[config.mk]
export PLATFORM = sky130hd
export DESIGN_NAME = rp_analog_top
export DESIGN_NICKNAME = d
export VERILOG_FILES = /design/src/design/rp_cfg_pkg.sv /design/src/design/rp_sample_pkg.sv /design/src/design/rp_cfg_if.sv /design/src/design/rp_analog_top.sv /design/src/design/rp_dac_output.sv /design/src/design/rp_linear.sv /design/src/design/rp_adc_frontend.sv /design/src/design/rp_calib_regs.sv
export VERILOG_INCLUDE_DIRS = /design/src /design/src/design
export SDC_FILE = /design/constraint.sdc
export NUM_CORES = 2
export LEC_CHECK = 0
export BUFFER_PORTS_ARGS = -buffer_cell sky130_fd_sc_hd__buf_2
export CORE_ASPECT_RATIO = 0.5
export CORE_MARGIN = 2
export CORE_UTILIZATION = 50
export CTS_CLUSTER_DIAMETER = 30
export CTS_CLUSTER_SIZE = 28
export DETAILED_ROUTE_END_ITERATION = 8
export GPL_TIMING_DRIVEN = 0
export PLACE_DENSITY = 0.78
export SETUP_SLACK_MARGIN = 0.3
export SLEW_MARGIN = 5
export SYNTH_ARGS = -nofsm -noshare
export SYNTH_HDL_FRONTEND = slang
export SYNTH_HIERARCHICAL = 1
export SYNTH_SLANG_ARGS = --single-unit
[constraint.sdc]
create_clock -name adc_clk -period 15.11 [get_ports adc_clk]
set_input_delay 0.7555 -clock adc_clk [delete_from_list [all_inputs] [get_ports adc_clk]]
set_output_delay 0.7555 -clock adc_clk [all_outputs]
set_load 0.01 [all_outputs]
[src/design/rp_settings.svh]
/*
 * sizes shared by the analog signal path
 * channel count, sample width, gain format, register count
 */
`ifndef RP_SETTINGS_SVH
`define RP_SETTINGS_SVH

// channels in each direction (ADC in, DAC out)
`define RP_CHN 2
// ADC and DAC sample width
`define RP_SW 14
// calibration gain width
`define RP_GW 16
// gain fraction bits, 2**RP_GF is unity
`define RP_GF 14
// calibration register count
`define RP_REGS 9

`endif
[src/design/rp_cfg_pkg.sv]
/*
 * calibration register map
 * address enumeration, write data type, reset values
 */
package rp_cfg_pkg;

  // register addresses
  typedef enum logic [3:0] {
    loop      = 4'd0,
    adc_gain0 = 4'd1,
    adc_gain1 = 4'd2,
    adc_offs0 = 4'd3,
    adc_offs1 = 4'd4,
    dac_gain0 = 4'd5,
    dac_gain1 = 4'd6,
    dac_offs0 = 4'd7,
    dac_offs1 = 4'd8
  } cfg_addr_t;

  // write data
  typedef logic [15:0] cfg_data_t;

  // gain register value after reset, 1.0
  localparam cfg_data_t GAIN_UNITY = 16'h4000;

endpackage

[src/design/rp_sample_pkg.sv]
/*
 * sample types of the ADC and DAC directions
 * pin word, gain and offset types for calibration
 */
`include "rp_settings.svh"

package rp_sample_pkg;

  // signed sample after ADC conversion
  typedef logic signed [`RP_SW-1:0] adc_sample_t;

  // signed sample toward the DAC
  typedef logic signed [`RP_SW-1:0] dac_sample_t;

  // offset-binary word as seen on the pins
  typedef logic [`RP_SW-1:0] raw_word_t;

  // fixed point gain, 2**RP_GF means unity
  typedef logic signed [`RP_GW-1:0] gain_t;

  // offset added after the gain
  typedef logic signed [`RP_SW-1:0] offset_t;

endpackage

[src/design/rp_cfg_if.sv]
/*
 * calibration and loopback settings bundle
 * regs side drives, path side reads
 */
`timescale 1ns/1ns
`include "rp_settings.svh"

interface rp_cfg_if;
  import rp_sample_pkg::*;

  // per channel calibration
  gain_t   [`RP_CHN-1:0] adc_gain;
  offset_t [`RP_CHN-1:0] adc_offs;
  gain_t   [`RP_CHN-1:0] dac_gain;
  offset_t [`RP_CHN-1:0] dac_offs;
  // digital loopback select, one bit per channel
  logic    [`RP_CHN-1:0] loop;

  modport regs (output adc_gain, adc_offs, dac_gain, dac_offs, loop);
  modport path (input  adc_gain, adc_offs, dac_gain, dac_offs, loop);

endinterface

[src/design/rp_analog_top.sv]
/*
 * analog signal path top level
 * calibration registers, two ADC and two DAC channels
 */
`timescale 1ns/1ns
`include "rp_settings.svh"

module rp_analog_top (
  input  logic                                    adc_clk,
  input  logic                                    top_rst,
  // ADC pins, offset binary
  input  rp_sample_pkg::raw_word_t   [`RP_CHN-1:0] adc_dat_i,
  // calibration register writes
  input  logic                                    cfg_we_i,
  input  rp_cfg_pkg::cfg_addr_t                    cfg_addr_i,
  input  rp_cfg_pkg::cfg_data_t                    cfg_wdata_i,
  // generator samples
  input  rp_sample_pkg::dac_sample_t [`RP_CHN-1:0] gen_dat_i,
  input  logic                                    gen_vld_i,
  // calibrated ADC samples toward acquisition
  output rp_sample_pkg::adc_sample_t [`RP_CHN-1:0] osc_dat_o,
  output logic                                    osc_vld_o,
  // DAC pins
  output rp_sample_pkg::raw_word_t                 dac_dat_o,
  output logic                                    dac_sel_o,
  output logic                                    dac_rst_o
);
  import rp_sample_pkg::*;

  // frontend output, before ADC calibration
  adc_sample_t [`RP_CHN-1:0] adc_dat;
  logic        [`RP_CHN-1:0] adc_vld;
  logic        [`RP_CHN-1:0] osc_vld;
  // calibrated DAC stream
  dac_sample_t [`RP_CHN-1:0] dac_dat;
  logic        [`RP_CHN-1:0] dac_vld;

  rp_cfg_if cfg_bus ();

  rp_calib_regs rp_calib_regs_i (
    .adc_clk     (adc_clk),
    .top_rst     (top_rst),
    .cfg_we_i    (cfg_we_i),
    .cfg_addr_i  (cfg_addr_i),
    .cfg_wdata_i (cfg_wdata_i),
    .cfg         (cfg_bus)
  );

  //////////////////////////////////////////////////////////////////////
  // per channel ADC and DAC paths
  //////////////////////////////////////////////////////////////////////

  for (genvar i = 0; i < `RP_CHN; i++) begin : g_chn

    rp_adc_frontend #(.CH (i)) rp_adc_frontend_i (
      .adc_clk    (adc_clk),
      .top_rst    (top_rst),
      .adc_dat_i  (adc_dat_i[i]),
      .loop_dat_i (dac_dat[i]),
      .loop_vld_i (dac_vld[i]),
      .cfg        (cfg_bus),
      .dat_o      (adc_dat[i]),
      .vld_o      (adc_vld[i])
    );

    rp_linear #(.sample_t (adc_sample_t)) rp_linear_adc_i (
      .adc_clk (adc_clk),
      .top_rst (top_rst),
      .dat_i   (adc_dat[i]),
      .vld_i   (adc_vld[i]),
      .gain_i  (cfg_bus.adc_gain[i]),
      .offs_i  (cfg_bus.adc_offs[i]),
      .dat_o   (osc_dat_o[i]),
      .vld_o   (osc_vld[i])
    );

    rp_linear #(.sample_t (dac_sample_t)) rp_linear_dac_i (
      .adc_clk (adc_clk),
      .top_rst (top_rst),
      .dat_i   (gen_dat_i[i]),
      .vld_i   (gen_vld_i),
      .gain_i  (cfg_bus.dac_gain[i]),
      .offs_i  (cfg_bus.dac_offs[i]),
      .dat_o   (dac_dat[i]),
      .vld_o   (dac_vld[i])
    );

  end

  // channels run in lockstep, channel 0 stands for both
  assign osc_vld_o = osc_vld[0];

  rp_dac_output rp_dac_output_i (
    .adc_clk   (adc_clk),
    .top_rst   (top_rst),
    .dat_i     (dac_dat),
    .vld_i     (dac_vld[0]),
    .dac_dat_o (dac_dat_o),
    .dac_sel_o (dac_sel_o),
    .dac_rst_o (dac_rst_o)
  );

endmodule

[src/design/rp_dac_output.sv]
/*
 * DAC word conversion and two channel interleave
 * channel select toggle and registered DAC reset
 */
`timescale 1ns/1ns
`include "rp_settings.svh"

module rp_dac_output (
  input  logic                                    adc_clk,
  input  logic                                    top_rst,
  input  rp_sample_pkg::dac_sample_t [`RP_CHN-1:0] dat_i,
  input  logic                                    vld_i,
  output rp_sample_pkg::raw_word_t                 dac_dat_o,
  output logic                                    dac_sel_o,
  output logic                                    dac_rst_o
);
  import rp_sample_pkg::*;

  raw_word_t [`RP_CHN-1:0] hold_q;

  // newest calibrated word per channel, back to offset binary
  always_ff @(posedge adc_clk, posedge top_rst) begin
    if (top_rst) begin
      hold_q <= '0;
    end else if (vld_i) begin
      for (int i = 0; i < `RP_CHN; i++) begin
        hold_q[i] <= {dat_i[i][`RP_SW-1], ~dat_i[i][`RP_SW-2:0]};
      end
    end
  end

  //////////////////////////////////////////////////////////////////////
  // interleave onto the single DAC bus
  //////////////////////////////////////////////////////////////////////

  // sel high carries channel 0, low carries channel 1
  always_ff @(posedge adc_clk, posedge top_rst) begin
    if (top_rst) begin
      dac_sel_o <= 1'b0;
      dac_dat_o <= '0;
    end else begin
      dac_sel_o <= ~dac_sel_o;
      // word matches the select value after this edge
      dac_dat_o <= ~dac_sel_o ? hold_q[0] : hold_q[1];
    end
  end

  // DAC reset, released on the first edge after top_rst
  always_ff @(posedge adc_clk, posedge top_rst) begin
    if (top_rst) begin
      dac_rst_o <= 1'b1;
    end else begin
      dac_rst_o <= 1'b0;
    end
  end

endmodule

[src/design/rp_linear.sv]
/*
 * gain and offset calibration with saturation
 * two register stages, payload type set by parameter
 */
`timescale 1ns/1ns
`include "rp_settings.svh"

module rp_linear #(
  parameter type sample_t = logic signed [`RP_SW-1:0]
) (
  input  logic                   adc_clk,
  input  logic                   top_rst,
  input  sample_t                dat_i,
  input  logic                   vld_i,
  input  rp_sample_pkg::gain_t   gain_i,
  input  rp_sample_pkg::offset_t offs_i,
  output sample_t                dat_o,
  output logic                   vld_o
);

  localparam int SW = $bits(sample_t);
  // full product width
  localparam int PW = SW + `RP_GW;
  // clip limits, one guard bit above the product
  localparam logic signed [PW:0] SMAX = {{(PW-SW+2){1'b0}}, {(SW-1){1'b1}}};
  localparam logic signed [PW:0] SMIN = ~SMAX;

  logic signed [PW-1:0] prod_q;
  logic signed [PW:0]   sum;
  logic                 vld_q;

  // stage one, full precision product
  always_ff @(posedge adc_clk) begin
    prod_q <= $signed(dat_i) * gain_i;
  end

  // drop fraction bits, add offset
  assign sum = (prod_q >>> `RP_GF) + offs_i;

  // stage two, clip to sample range
  always_ff @(posedge adc_clk) begin
    if (sum > SMAX) begin
      dat_o <= sample_t'(SMAX[SW-1:0]);
    end else if (sum < SMIN) begin
      dat_o <= sample_t'(SMIN[SW-1:0]);
    end else begin
      dat_o <= sample_t'(sum[SW-1:0]);
    end
  end

  // valid follows data through both stages
  always_ff @(posedge adc_clk, posedge top_rst) begin
    if (top_rst) begin
      vld_q <= 1'b0;
      vld_o <= 1'b0;
    end else begin
      vld_q <= vld_i;
      vld_o <= vld_q;
    end
  end

endmodule

[src/design/rp_adc_frontend.sv]
/*
 * ADC input register and offset-binary to signed conversion
 * digital loopback select per channel
 */
`timescale 1ns/1ns
`include "rp_settings.svh"

module rp_adc_frontend #(
  parameter int CH = 0
) (
  input  logic                      adc_clk,
  input  logic                      top_rst,
  input  rp_sample_pkg::raw_word_t   adc_dat_i,
  // calibrated DAC stream for loopback
  input  rp_sample_pkg::adc_sample_t loop_dat_i,
  input  logic                      loop_vld_i,
  rp_cfg_if.path                    cfg,
  output rp_sample_pkg::adc_sample_t dat_o,
  output logic                      vld_o
);
  import rp_sample_pkg::*;

  raw_word_t   raw_q;
  adc_sample_t adc_dat;
  logic        vld_q;

  // pin register, ideally packed into the IO cells
  always_ff @(posedge adc_clk) begin
    raw_q <= adc_dat_i;
  end

  // ADC delivers a sample every cycle once out of reset
  always_ff @(posedge adc_clk, posedge top_rst) begin
    if (top_rst) begin
      vld_q <= 1'b0;
    end else begin
      vld_q <= 1'b1;
    end
  end

  // keep msb, invert the rest
  assign adc_dat = {raw_q[`RP_SW-1], ~raw_q[`RP_SW-2:0]};

  // loopback mux, combinational so loopback adds no delay
  assign dat_o = cfg.loop[CH] ? loop_dat_i : adc_dat;
  assign vld_o = cfg.loop[CH] ? loop_vld_i : vld_q;

endmodule

[src/design/rp_calib_regs.sv]
/*
 * write-only calibration register file
 * gains, offsets and loopback bits for both directions
 */
`timescale 1ns/1ns
`include "rp_settings.svh"

module rp_calib_regs (
  input  logic                  adc_clk,
  input  logic                  top_rst,
  // write port
  input  logic                  cfg_we_i,
  input  rp_cfg_pkg::cfg_addr_t cfg_addr_i,
  input  rp_cfg_pkg::cfg_data_t cfg_wdata_i,
  // settings toward the signal path
  rp_cfg_if.regs                cfg
);
  import rp_cfg_pkg::*;
  import rp_sample_pkg::*;

  logic addr_ok;

  // addresses past the map are dropped
  assign addr_ok = (cfg_addr_i < 4'(`RP_REGS));

  always_ff @(posedge adc_clk, posedge top_rst) begin
    if (top_rst) begin
      cfg.loop <= '0;
      // unity gain, no offset
      for (int i = 0; i < `RP_CHN; i++) begin
        cfg.adc_gain[i] <= gain_t'(GAIN_UNITY);
        cfg.adc_offs[i] <= '0;
        cfg.dac_gain[i] <= gain_t'(GAIN_UNITY);
        cfg.dac_offs[i] <= '0;
      end
    end else if (cfg_we_i && addr_ok) begin
      case (cfg_addr_i)
        loop:      cfg.loop        <= cfg_wdata_i[`RP_CHN-1:0];
        adc_gain0: cfg.adc_gain[0] <= gain_t'(cfg_wdata_i);
        adc_gain1: cfg.adc_gain[1] <= gain_t'(cfg_wdata_i);
        // offsets keep the low sample-width bits, still two's complement
        adc_offs0: cfg.adc_offs[0] <= offset_t'(cfg_wdata_i[`RP_SW-1:0]);
        adc_offs1: cfg.adc_offs[1] <= offset_t'(cfg_wdata_i[`RP_SW-1:0]);
        dac_gain0: cfg.dac_gain[0] <= gain_t'(cfg_wdata_i);
        dac_gain1: cfg.dac_gain[1] <= gain_t'(cfg_wdata_i);
        dac_offs0: cfg.dac_offs[0] <= offset_t'(cfg_wdata_i[`RP_SW-1:0]);
        dac_offs1: cfg.dac_offs[1] <= offset_t'(cfg_wdata_i[`RP_SW-1:0]);
        default: ;
      endcase
    end
  end

endmodule

Word-level counts from Yosys, hierarchy flattened
Cells that the tools add are included.
Widths: inputs -> output; s select.
{ "classes": {"n_addsub": 4, "n_mul": 4, "order_cmp": 9, "n_eq_ne": 8, "n_mux": 8, "bitwise": 5, "n_reduce_logical": 11} }
{ "op_table": {"columns": ["operator", "n"], "rows": [
  ["$gt 31x14->1 const B", 4],
  ["$lt 31x14->1 const B", 4],
  ["$mul 14x16->30", 4],
  ["$mux 14", 7],
  ["$add 16x14->17", 4],
  ["$not 13->13", 4],
  ["$reduce_and 2->1", 9],
  ["$eq 4x3->1 const B", 4],
  ["$eq 4x2->1 const B", 2],
  ["$eq 4x1->1 const B", 1],
  ["$eq 4x4->1 const B", 1],
  ["$logic_not 4->1", 1],
  ["$lt 4x4->1 const B", 1],
  ["$logic_and 1x1->1", 1],
  ["$mux 1", 1],
  ["$not 1->1", 1]
]} }
{ "word_totals": {"regBits": 375, "inputBits": 80, "out_inout_bits": 45} }

Depth between registers and ports, before layout
{ "depth": {"word_depth": 3, "mapped_depth": 28} }

Cells and area by module
Netlist, hierarchy kept.
{ "by_module_without_submodules": {"columns": ["module", "instances", "cells_each", "area_per_inst_um2"], "rows": [
  ["rp_linear (g_chn[0].rp_linear_dac_i ...)", 2, 1025, 9593.0],
  ["rp_linear (g_chn[0].rp_linear_adc_i)", 1, 1010, 9400.3],
  ["rp_linear (g_chn[1].rp_linear_dac_i)", 1, 980, 9325.2],
  ["rp_calib_regs", 1, 270, 4645.7],
  ["rp_dac_output", 1, 123, 1629.1],
  ["rp_adc_frontend", 2, 48, 520.5]
]} }

Least setup slack after synthesis
OpenSTA, ideal clock, no wires.
{ "synth_timing": {"path_type": "register -> register", "from": "register rp_calib_regs_i.cfg.loop[0]", "to": "register g_chn[0].rp_linear_adc_i.prod_q[29]", "setup_time_ns": 0.072, "t_arrival_ns": 7.027, "required_time_ns": 15.038, "path_slack_ns": 8.011, "stages_incl_launch_ff": 25, "path_buffers": 3, "path_cell_list": "dfrtp_1 > buf_6 > buf_8 > o21ai_2 > clkbuf_1 > nand2_1 > fa_1 > inv_1 > fa_1 > fa_1 > fa_1 > fa_1 > inv_1 > fa_1 > inv_1 > ha_1 > a21o_1 > a21o_1 > a2111oi_2 > a21oi_1 > a221o_1 > o41a_1 > a221o_1 > a221oi_2 > xnor2_1"} }
{ "synth_rtl": {"columns": ["element", "line", "rtl"], "rows": [
  ["from (decl)", "rp_cfg_if.sv:19", "modport regs (output adc_gain, adc_offs, dac_gain, dac_offs, loop);"],
  ["to (signal assigned)", "rp_linear.sv:34", "prod_q <= $signed(dat_i) * gain_i;"],
  ["to (decl)", "rp_linear.sv:28", "logic signed [PW-1:0] prod_q;"]
]} }

==> reports/metrics.cfg <==
[setup_path]
critical_path_required_ns = 15.66
critPathMaxFanout = 10
arrival_ns = 8.85
path_class = reg -> reg
cp-start-kind = flop
cp-end-kind = flop

[sta]
clock_skew_ns = 0.0527
finalSetupTns_ns = 0
finalSetupViolations = 0
fin_crit_sh_pct = 54.9
max_freq_mhz = 120
rsz0062_at_grt = no
hold_viol = 0
fin_crit_ns = 8.30
tightest_slew_ns = 1.43
relSlewSlack_pct = 3.91
maxSlewViolCount = 0

[route]
wl_per_cell_um = 19.3
post-route-drc-count = 0
first_iter_violations = 2540
first_pass_iters = 6
ant_nets = 0
vias = 32100
via_per_inst = 5.39
wirelength_mm = 115

[die]
start_util_pct = 50.7
core_um2 = 88800
fp-row-count = 77
pin_count = 125
floorplan.die.width_um = 429
die-area_um2 = 92700
die_y_um = 216

[global_routing]
grt_usage_pct = 25.7
antenna_found_initial = 15
grt-ovfl-total = 0
grt_start_max_net_pins = 75
grt_pass1_vias = 35800
grt_pass1_wl_mm = 189

[cts]
clkSinkCount = 319
cts_buffers = 55
cts_htree_levels = 2
tritoncts = built
cts_resized = 0
ctsHoldBuffers = 0
postCtsSetupRepairBufs = 0
clock_latency_ns = 0.62
clock_path_buffers = 3
root_buffer = clkbuf_16
path_clk_slew_ns = 0.06

[placed_design]
dp_hpwl_mm = 94.5
io_buffers = 124
place.gp.congestion = 0.958

[run]
maxCapViolCount = 0

[yosys]
synthCells = 4519
syn_area_um2 = 45100
yosys_warnings = 6
syn_nets = 5811
avgSynthCellArea_um2 = 9.97

[status]
status = completed

[finish]
drive_gt1_share_pct = 9.37
layout.cells.most_common = inv_1
layout_common_cells = inv_1, fa_1, and2_1
fin_nets = 5993
synthToLayoutAreaGrowth_pct = 9.13

[worst_hold_path]
hp-class = in -> async

[sequential cells by signal (all words and copies together), names as in the netlist, 2 cells and up]
register,count
g_chn.rp_linear_adc_i/prod_q,32
g_chn.rp_linear_dac_i/prod_q,32
rp_calib_regs_i/cfg.adc_gain,32
rp_calib_regs_i/cfg.dac_gain,32
g_chn.rp_adc_frontend_i/raw_q,28
g_chn.rp_linear_adc_i/dat_o,28
g_chn.rp_linear_dac_i/dat_o,28
rp_calib_regs_i/cfg.adc_offs,28
rp_calib_regs_i/cfg.dac_offs,28
rp_dac_output_i/hold_q,28
rp_dac_output_i/dac_dat_o,14
rp_calib_regs_i/cfg.loop,2
[per-layer routing]
layer  routed length [µm]  track usage [%]  vias up
met5                   33                0        -
met1                44400             31.9    16300
met4                 6200             13.0        4
li1                     -                -    14100
met2                55300             43.2     1264
met3                 8960             4.99      358
[per-stage QoR]
stage | setup slack (ns) | area (µm²) | cells | hold WS (ns) | util, %
finish | 6.81 | 49200 | 5944 | 0.0496 | 55.4
global route | 6.49 | 49200 | 5939 | 0.0358 | 55.4
detailed placement | 6.84 | 47200 | 5829 | 0.337 | 53.1
global placement | 6.99 | 47200 | 5828 | 0.334 | 53.1
floorplan | 8.01 | 45100 | 4519 | 0.331 | -
CTS | 6.83 | 49200 | 5933 | 0.0305 | 55.3
[worst paths after layout]
check / from / to / slack, ns / cells past startpoint
setup / recovery: rp_calib_regs_i/cfg.loop[0]$_DFFE_PP0P_ / g_chn[0].rp_linear_adc_i/prod_q[29]$_DFF_P_ / 6.81 / 22
hold / removal: top_rst / g_chn[0].rp_adc_frontend_i/vld_q$_DFF_PP0_ / 0.05 / 2
setup reg to reg: rp_calib_regs_i/cfg.loop[0]$_DFFE_PP0P_ / g_chn[0].rp_linear_adc_i/prod_q[29]$_DFF_P_ / 6.81 / 22
hold reg to reg: g_chn[0].rp_linear_dac_i/vld_q$_DFF_PP0_ / g_chn[0].rp_linear_dac_i/vld_o$_DFF_PP0_ / 0.36 / 0
max in group asynchronous: top_rst / rp_calib_regs_i/cfg.adc_offs[14]$_DFFE_PP0P_ / 14.05 / 3
min in group adc_clk: adc_dat_i[13] / g_chn[0].rp_adc_frontend_i/raw_q[13]$_DFF_P_ / 0.23 / 1
[critical path: stages, from the launching register on]
cell	delay, ns
dfrtp_1	0.39
buf_6	0.16
o21ai_0	0.79
clkbuf_1	0.49
and2_1	0.23
fa_1	0.47
fa_1	0.54
fa_1	0.53
fa_1	0.52
fa_1	0.54
inv_1	0.05
fa_1	0.54
inv_1	0.04
ha_1	0.33
a21o_1	0.24
a21o_1	0.20
a2111oi_2	0.38
a21oi_1	0.09
a221o_1	0.40
o41a_1	0.42
a221o_1	0.46
a221oi_2	0.30
xnor2_1	0.15
[final cells by class]
type / instances / area (µm²)
clock buffer: 77 / 1650
sequential: 319 / 7250
tap: 1185 / 1480
fill: 7510 / 39600
clock inverter: 27 / 307
multi-input combinational: 3088 / 33500
antenna: 11 / 27.5
timing repair buffer: 125 / 648
buffer: 152 / 742
inverter: 960 / 3610
Power is not shown: default switching activity piles up to over one toggle a cycle in this logic, so the estimate is an artifact.
